$ cat src/cache_cfg_pkg.sv
`default_nettype none

package cache_cfg_pkg;

	// Width of a CPU word address.
	localparam int addr_width = 10;

	// Width of one data word, which is also one cache line.
	localparam int data_width = 32;

	// Index bits select one of the lines.
	localparam int index_width = 4;

	// The tag holds the address bits above the index.
	localparam int tag_width = addr_width - index_width;

	// Number of lines in the direct-mapped store.
	localparam int num_lines = 1 << index_width;

endpackage

`default_nettype wire

$ cat src/cache_ctrl_pkg.sv
`default_nettype none

package cache_ctrl_pkg;

	import cache_cfg_pkg::*;

	// CPU opcodes.
	typedef enum logic {
		op_read  = 1'b0,
		op_write = 1'b1
	} cache_op_e;

	// Controller states.
	typedef enum logic [3:0] {
		st_idle           = 4'd0,
		st_lookup         = 4'd1,
		st_write_back     = 4'd2,
		st_write_back_mem = 4'd3,
		st_read_mem       = 4'd4,
		st_fill           = 4'd5,
		st_write_hit      = 4'd6,
		st_done           = 4'd7
	} cache_state_e;

	// One CPU request, held stable while cpu_req_valid is high.
	typedef struct packed {
		cache_op_e             op;
		logic [addr_width-1:0] addr;
		logic [data_width-1:0] wdata;
	} cpu_req_t;

	// One DRAM request, held stable while dram_req_valid is high.
	typedef struct packed {
		logic                  we;
		logic [addr_width-1:0] addr;
		logic [data_width-1:0] wdata;
	} dram_req_t;

endpackage

`default_nettype wire

$ cat src/cache_store.sv
`timescale 1ns/1ps
`default_nettype none

module cache_store (
	input  logic                                  clk,
	input  logic                                  rst,
	input  logic [cache_cfg_pkg::index_width-1:0] index,
	input  logic [cache_cfg_pkg::tag_width-1:0]   tag,
	input  logic                                  we,
	input  logic [cache_cfg_pkg::data_width-1:0]  wdata,
	input  logic                                  dirty_in,
	output logic                                  hit,
	output logic                                  victim_valid,
	output logic                                  victim_dirty,
	output logic [cache_cfg_pkg::tag_width-1:0]   victim_tag,
	output logic [cache_cfg_pkg::data_width-1:0]  victim_data
);
	import cache_cfg_pkg::*;

	// Per-line status bits.
	logic [num_lines-1:0] valid_q;
	logic [num_lines-1:0] dirty_q;

	// Tag and data arrays.
	logic [tag_width-1:0]  tag_mem  [num_lines];
	logic [data_width-1:0] data_mem [num_lines];

	// Status bits are cleared on reset so every line starts invalid.
	always_ff @(posedge clk)
	begin
		if (!rst)
		begin
			valid_q <= '0;
			dirty_q <= '0;
		end
		else if (we)
		begin
			valid_q[index] <= 1'b1;
			dirty_q[index] <= dirty_in;
		end
	end

	// A write replaces the whole line at the index.
	always_ff @(posedge clk)
	begin
		if (we)
		begin
			tag_mem[index]  <= tag;
			data_mem[index] <= wdata;
		end
	end

	// Asynchronous read of the addressed line.
	assign victim_valid = valid_q[index];
	assign victim_dirty = dirty_q[index];
	assign victim_tag   = tag_mem[index];
	assign victim_data  = data_mem[index];

	// Hit needs a valid line whose tag matches the request.
	assign hit = victim_valid && (victim_tag == tag);

endmodule

`default_nettype wire

$ cat src/l1_cache_controller.sv
`timescale 1ns/1ps
`default_nettype none

module l1_cache_controller (
	input  logic                                 clk,
	input  logic                                 rst,
	input  cache_ctrl_pkg::cpu_req_t             cpu_req,
	input  logic                                 cpu_req_valid,
	output logic                                 cpu_ack,
	output logic [cache_cfg_pkg::data_width-1:0] cpu_rdata,
	output logic [cache_cfg_pkg::addr_width-1:0] req_addr,
	input  logic                                 hit,
	input  logic                                 victim_valid,
	input  logic                                 victim_dirty,
	input  logic [cache_cfg_pkg::data_width-1:0] victim_data,
	output logic                                 store_we,
	output logic [cache_cfg_pkg::data_width-1:0] store_wdata,
	output logic                                 store_dirty,
	output logic                                 wb_sel,
	output logic                                 dram_req_valid,
	output logic                                 dram_we,
	output logic [cache_cfg_pkg::data_width-1:0] dram_wdata,
	input  logic                                 dram_ack,
	input  logic [cache_cfg_pkg::data_width-1:0] dram_rdata
);
	import cache_ctrl_pkg::*;

	cache_state_e state;

	// Accepted CPU request.
	cpu_req_t req_q;

	assign req_addr = req_q.addr;

	// Main FSM.
	always_ff @(posedge clk)
	begin
		if (!rst)
		begin
			state   <= st_idle;
			cpu_ack <= 1'b0;
		end
		else
		begin
			case (state)
				st_idle:
					if (cpu_req_valid)
						state <= st_lookup;

				st_lookup:
				begin
					if (hit)
						state <= (req_q.op == op_write) ? st_write_hit : st_done;
					else if (victim_valid && victim_dirty)
						state <= st_write_back;
					else if (req_q.op == op_write)
						state <= st_write_hit;
					else
						state <= st_read_mem;
				end

				// Dirty victim goes out first.
				st_write_back:
					if (dram_ack)
						state <= st_write_back_mem;

				// Wait for the DRAM to release its ack.
				st_write_back_mem:
				begin
					if (!dram_ack)
						state <= (req_q.op == op_write) ? st_write_hit : st_read_mem;
				end

				st_read_mem:
					if (dram_ack)
						state <= st_fill;

				// Line is installed once the ack is gone.
				st_fill:
					if (!dram_ack)
						state <= st_done;

				// Write hit and write miss install the same way.
				st_write_hit:
					state <= st_done;

				st_done:
				begin
					if (!cpu_ack)
						cpu_ack <= 1'b1;
					else if (!cpu_req_valid)
					begin
						cpu_ack <= 1'b0;
						state   <= st_idle;
					end
				end

				default:
					state <= st_idle;
			endcase
		end
	end

	// Request and read data registers.
	always_ff @(posedge clk)
	begin
		if (state == st_idle && cpu_req_valid)
			req_q <= cpu_req;

		if (state == st_lookup && hit)
			cpu_rdata <= victim_data;
		else if (state == st_read_mem && dram_ack)
			cpu_rdata <= dram_rdata;
	end

	// Store control. Fill data comes from the registered DRAM word.
	assign store_we    = (state == st_write_hit) || (state == st_fill && !dram_ack);
	assign store_wdata = (state == st_fill) ? cpu_rdata : req_q.wdata;
	assign store_dirty = (state == st_write_hit);

	// Victim address is used through the whole write-back.
	assign wb_sel = (state == st_write_back) || (state == st_write_back_mem);

	// DRAM request side.
	assign dram_req_valid = (state == st_write_back) || (state == st_read_mem);
	assign dram_we        = (state == st_write_back);
	assign dram_wdata     = victim_data;

endmodule

`default_nettype wire

$ cat src/l1_cache_top.sv
`timescale 1ns/1ps
`default_nettype none

module l1_cache_top (
	input  logic                                 clk,
	input  logic                                 rst,
	input  cache_ctrl_pkg::cpu_req_t             cpu_req,
	input  logic                                 cpu_req_valid,
	output logic                                 cpu_ack,
	output logic [cache_cfg_pkg::data_width-1:0] cpu_rdata,
	output cache_ctrl_pkg::dram_req_t            dram_req,
	output logic                                 dram_req_valid,
	input  logic                                 dram_ack,
	input  logic [cache_cfg_pkg::data_width-1:0] dram_rdata
);
	import cache_cfg_pkg::*;

	logic [addr_width-1:0]  req_addr;
	logic [index_width-1:0] index;
	logic [tag_width-1:0]   tag;

	logic                  hit;
	logic                  victim_valid;
	logic                  victim_dirty;
	logic [tag_width-1:0]  victim_tag;
	logic [data_width-1:0] victim_data;

	logic                  store_we;
	logic [data_width-1:0] store_wdata;
	logic                  store_dirty;
	logic                  wb_sel;
	logic                  dram_we;
	logic [data_width-1:0] dram_wdata;

	// Split the registered request address.
	assign index = req_addr[index_width-1:0];
	assign tag   = req_addr[addr_width-1:index_width];

	l1_cache_controller l1_cache_controller_inst (
		.clk            (clk),
		.rst            (rst),
		.cpu_req        (cpu_req),
		.cpu_req_valid  (cpu_req_valid),
		.cpu_ack        (cpu_ack),
		.cpu_rdata      (cpu_rdata),
		.req_addr       (req_addr),
		.hit            (hit),
		.victim_valid   (victim_valid),
		.victim_dirty   (victim_dirty),
		.victim_data    (victim_data),
		.store_we       (store_we),
		.store_wdata    (store_wdata),
		.store_dirty    (store_dirty),
		.wb_sel         (wb_sel),
		.dram_req_valid (dram_req_valid),
		.dram_we        (dram_we),
		.dram_wdata     (dram_wdata),
		.dram_ack       (dram_ack),
		.dram_rdata     (dram_rdata)
	);

	cache_store cache_store_inst (
		.clk          (clk),
		.rst          (rst),
		.index        (index),
		.tag          (tag),
		.we           (store_we),
		.wdata        (store_wdata),
		.dirty_in     (store_dirty),
		.hit          (hit),
		.victim_valid (victim_valid),
		.victim_dirty (victim_dirty),
		.victim_tag   (victim_tag),
		.victim_data  (victim_data)
	);

	// Write-back goes to the victim's address, a fill to the request address.
	assign dram_req.we    = dram_we;
	assign dram_req.addr  = wb_sel ? {victim_tag, index} : req_addr;
	assign dram_req.wdata = dram_wdata;

endmodule

`default_nettype wire

$ cat config.mk
export PLATFORM = sky130hd
export DESIGN_NAME = l1_cache_top
export DESIGN_NICKNAME = d
export VERILOG_FILES = /design/src/cache_cfg_pkg.sv /design/src/cache_ctrl_pkg.sv /design/src/cache_store.sv /design/src/l1_cache_controller.sv /design/src/l1_cache_top.sv
export SDC_FILE = /design/constraint.sdc
export NUM_CORES = 1
export LEC_CHECK = 0
export ABC_AREA = 0
export ABC_CLOCK_PERIOD_IN_PS = 7100
export BUFFER_PORTS_ARGS = -buffer_cell sky130_fd_sc_hd__clkbuf_2
export CORE_MARGIN = 10
export CORE_UTILIZATION = 49
export DETAILED_ROUTE_END_ITERATION = 8
export PLACE_DENSITY = 0.66
export SLEW_MARGIN = 20
export SYNTH_ARGS = -nofsm -noshare
export SYNTH_HDL_FRONTEND = slang
export SYNTH_HIERARCHICAL = 1
export SYNTH_SLANG_ARGS = --single-unit
$ cat constraint.sdc
create_clock -name clk -period 7.1 [get_ports clk]
set_input_delay 0.355 -clock clk [delete_from_list [all_inputs] [get_ports clk]]
set_output_delay 0.355 -clock clk [all_outputs]
set_load 0.02 [all_outputs]
==> impl_results.md <==
* Outcome: finished clean
* Int Power at 7460 uW
* Highest metal layer with signal wires: met4
* Filler Cells Inserted at 4217
* Top delay family on crit path: buffers and inverters
* Endpoint type of the worst setup path: flop
* Top library cells by usage in the layout, fill and taps aside: 683 x sky130_fd_sc_hd__edfxtp_1, 183 x sky130_fd_sc_hd__mux4_2, 155 x sky130_fd_sc_hd__clkbuf_2
* Slowest cell on crit path: sky130_fd_sc_hd__edfxtp_1
* Endpoint required time on the critical path at 7370 ps
* TritonCTS Sinks at 719
* GRT Resource Usage Total at 0.182
* Worst reg2reg setup slack at 2160 ps
* Net count after synthesis at 1359
* Synth Register Bits at 719
* Reg-to-reg endpoint: l1_cache_controller_inst/cpu_rdata[1]$_DFFE_PP_
* Metal-1 WL at 26.3 mm
* Critical register-to-register path startpoint: l1_cache_controller_inst/req_addr[0]$_DFFE_PP_
* Slew at the pin closest to its max-slew limit at 1060 ps
* Area growth, synth to finish at 14.9%
* Die ar. at 0.0682 sq mm
* Hold Slack at 45.1 ps
* Combinational cell fraction of total power at 0.103
* Summed negative setup slack over all endpoints at 0 ps
* Resized Gates After CTS at 0
* Met3 wire len at 3.38 mm
* Worst path bufs/invs at 2
* Final critical path time including I/O delays and setup at 4940 ps
* Sequential share of power at 0.506
* Register area at 0.0212 sq mm
* Hold Violations, Final at 0
* Maximum level of the CTS H-tree at 3
* Switching power of the nets at 2180 uW
* Critical path start-end classification: reg2reg
* Die boundary width at 261 um
* Post-DP HPWL at 33.8 mm
* Number of global-route vias before repair at 14100
* Portion of synthesized cell area occupied by the leading cell type at 0.720
* Sequential-to-total area share from yosys stat at 0.746
* Area of the placeable core at 0.0576 sq mm
* Critical path destination: l1_cache_controller_inst/cpu_rdata[1]$_DFFE_PP_
* Layout cell share with drive strength beyond 1 at 0.372
* Min-delay worst type: in2reg
* Buffers on Ports at 155
* Clock transition time at the flip-flop clock pins of the worst setup and hold paths at 60 ps
* Worst path max stage delay at 1000 ps
* Cell area after synthesis at 0.0285 sq mm
* Cell mode on critical path: sky130_fd_sc_hd__buf_4
* Remaining global-route overflow at 0
* Number of iterations in the first detailed-routing pass at 4
* Reg2Reg Depth at 9
* CTS buffer count at 75
* Maximum number of pins on one net before global-route repair at 166
* Setup bufs post-CTS at 0
* Setup repair after global routing missed its margin: no
* Post-cts hold buffer count at 43
* Vias at 13300
* Data arrival, critical path at 5220 ps
* Final layout net count at 1558
* Leakage power of the design at 0.0107 uW
* Worst slew margin at 0.290
* Area used by multi-input combinational logic at 0.00666 sq mm
* Achievable Freq at 202 MHz
* CTS tree: built
* Clock Tree Root: sky130_fd_sc_hd__clkbuf_16
* Clock latency on the worst-skew pair at 610 ps
* Worst setup path startpoint: l1_cache_controller_inst/req_addr[0]$_DFFE_PP_
* Number of nets with antenna violations after detailed routing at 0
* Count of maximum capacitance violations at 0
* Floorplan die height at 261 um
* Number of distinct library cell variants in the gate-level netlist after synthesis at 57
* Post-route DRC violation count at 0
* Crit path max fanout at 45
* Maximum root-to-sink buffer count at 3
* Standard-cell rows at 88
* EDFF count, synth at 683
* Routed wl met2 at 30.2 mm
* Max-slew violation count at 0
* Ports at 156
* Number of warnings issued by yosys at 6
* Routability Congestion at 0.745
* Gate Count Post-Synth at 1280
* Count of routing violations after the opening detailed-route iteration at 1220
* Switch share at 0.226
* Wire length after detailed routing at 61.1 mm
* Maximum clock skew at final layout at 23.6 ps
* Via density at 5.78
* Crit share post-route at 0.696
* Total power per unit cell area at 295 mW/mm^2
* Main area contributors after synthesis: sky130_fd_sc_hd__edfxtp_1 72%, sky130_fd_sc_hd__mux4_2 14%, sky130_fd_sc_hd__dfxtp_1 2.5%, sky130_fd_sc_hd__mux2_4 1.9%, sky130_fd_sc_hd__mux2_2 1.4%
* Clock group share of total power at 0.391
* Antenna diode count at 0
* Starting utilization of the core area at 0.494
* Number of antenna violations at the first check in global routing at 0
* Critical path launch point type: flop
* Worst IR Drop VDD at 165 uV
* Cell accounting for the most synthesized area: sky130_fd_sc_hd__edfxtp_1
* Crit-path cells: buf_4 > nor2b_1 > a22oi_1 > a311oi_1 > nor4_1 > nor4_2 > nand3_1 > a21oi_4 > buf_4
* Most frequent standard cell in the layout excluding fill and tap cells: sky130_fd_sc_hd__edfxtp_1
* Average instance area after synthesis at 22.2 sq um
* Number of stages on the worst setup path at 9
* Ys async rst share at 0
* First-pass GRT wire length at 91.7 mm
* Setup-failing EPs final at 0
* Main synth FF type: sky130_fd_sc_hd__edfxtp_1
* Routed length per instance at 26.5 um
==> state kept, by name, summed over array words and instances (netlist names) <==
signal,flops
l1_cache_controller_inst/req_addr,10
l1_cache_controller_inst/cpu_rdata,32
l1_cache_controller_inst/cpu_ack,1
cache_store_inst/tag_mem,96
l1_cache_controller_inst/state,3
l1_cache_controller_inst/req_q,33
cache_store_inst/dirty_q,16
cache_store_inst/data_mem,512
cache_store_inst/valid_q,16
==> kinds of logic after synthesis <==
family,Yosys count,share of synthesized area
xor+xnor,3,0.000923
mux,280,0.192
flops,719,0.746
simple gates,97,0.0191
compound gates,69,0.0168
buf+inv,112,0.0257
==> cells in the mapped netlist, types with 2 or more instances <==
cell,count
sky130_fd_sc_hd__o21a_1,16
sky130_fd_sc_hd__clkbuf_1,24
sky130_fd_sc_hd__nor4_1,2
sky130_fd_sc_hd__nand4_1,3
sky130_fd_sc_hd__nor2b_1,12
sky130_fd_sc_hd__nand3_1,6
sky130_fd_sc_hd__buf_4,53
sky130_fd_sc_hd__mux2_2,36
sky130_fd_sc_hd__xnor2_1,2
sky130_fd_sc_hd__mux2_4,36
sky130_fd_sc_hd__nand2_1,22
sky130_fd_sc_hd__nor2_1,17
sky130_fd_sc_hd__a21oi_1,5
sky130_fd_sc_hd__o21ai_0,15
sky130_fd_sc_hd__buf_6,4
sky130_fd_sc_hd__or3_1,2
sky130_fd_sc_hd__a21boi_0,12
sky130_fd_sc_hd__a21o_1,2
sky130_fd_sc_hd__mux2i_1,16
sky130_fd_sc_hd__a22oi_1,4
sky130_fd_sc_hd__a211oi_1,2
sky130_fd_sc_hd__mux4_1,9
sky130_fd_sc_hd__nand4b_1,4
sky130_fd_sc_hd__buf_12,3
sky130_fd_sc_hd__and2_1,2
sky130_fd_sc_hd__buf_2,27
sky130_fd_sc_hd__nand3b_1,4
sky130_fd_sc_hd__nand2b_1,6
sky130_fd_sc_hd__edfxtp_1,683
sky130_fd_sc_hd__nor3b_1,3
sky130_fd_sc_hd__dfxtp_1,36
sky130_fd_sc_hd__nor3_1,5
sky130_fd_sc_hd__mux4_2,183
==> per-stage QoR <==
| step | total power, uW | cell area, sq um | worst slack [ps] | cells | util |
|---|---|---|---|---|---|
| after floorplan | 5710 | 28500 | 2170 | 1280 | - |
| after global placement | 5940 | 29900 | 2170 | 2123 | 0.519 |
| after detailed placement | 5960 | 29900 | 2020 | 2123 | 0.519 |
| after CTS | 9740 | 32700 | 2010 | 2299 | 0.567 |
| after global routing | 9970 | 32700 | 1760 | 2300 | 0.568 |
| final | 9640 | 32700 | 2160 | 2300 | 0.568 |
==> power by group through the flow <==
stage	sequential (uW)	clock (uW)	combinational, uW
2_1_floorplan	4940	0	775
6_report	4880	3770	995
5_1_grt	4890	4010	1070
3_5_place_dp	4970	0	994
4_1_cts	4880	3850	1020
3_3_place_gp	4960	0	978
==> final cells by class <==
class,count,share of cell area
Sequential cell,719,0.649
Timing Repair Buffer,233,0.0463
Multi-Input combinational cell,449,0.204
Inverter,1,0.000115
Clock buffer,101,0.0623
Tap cell,765,0.0293
Clock inverter,32,0.00949
==> layer usage <==
layer  GRT usage  vias up
li1            -     5734
met1       0.252     7072
met3      0.0338       93
met4      0.0533        0
met2       0.294      401
met5           0        -
==> worst min-delay path by stage <==
stage | from | end | slack, ps | cells after the start
after floorplan | cache_store_inst/valid_q[14]$_SDFFE_PN0P_ | cache_store_inst/valid_q[14]$_SDFFE_PN0P_ | 440 | 1
after global placement | cache_store_inst/valid_q[2]$_SDFFE_PN0P_ | cache_store_inst/valid_q[2]$_SDFFE_PN0P_ | 440 | 1
after detailed placement | cache_store_inst/valid_q[7]$_SDFFE_PN0P_ | cache_store_inst/valid_q[7]$_SDFFE_PN0P_ | 450 | 1
after CTS | dram_rdata[18] | l1_cache_controller_inst/cpu_rdata[18]$_DFFE_PP_ | 9 | 2
after global routing | dram_rdata[31] | l1_cache_controller_inst/cpu_rdata[31]$_DFFE_PP_ | 30 | 2
final | dram_rdata[18] | l1_cache_controller_inst/cpu_rdata[18]$_DFFE_PP_ | 50 | 2
Note: power is estimated with default switching activity, not from simulation.
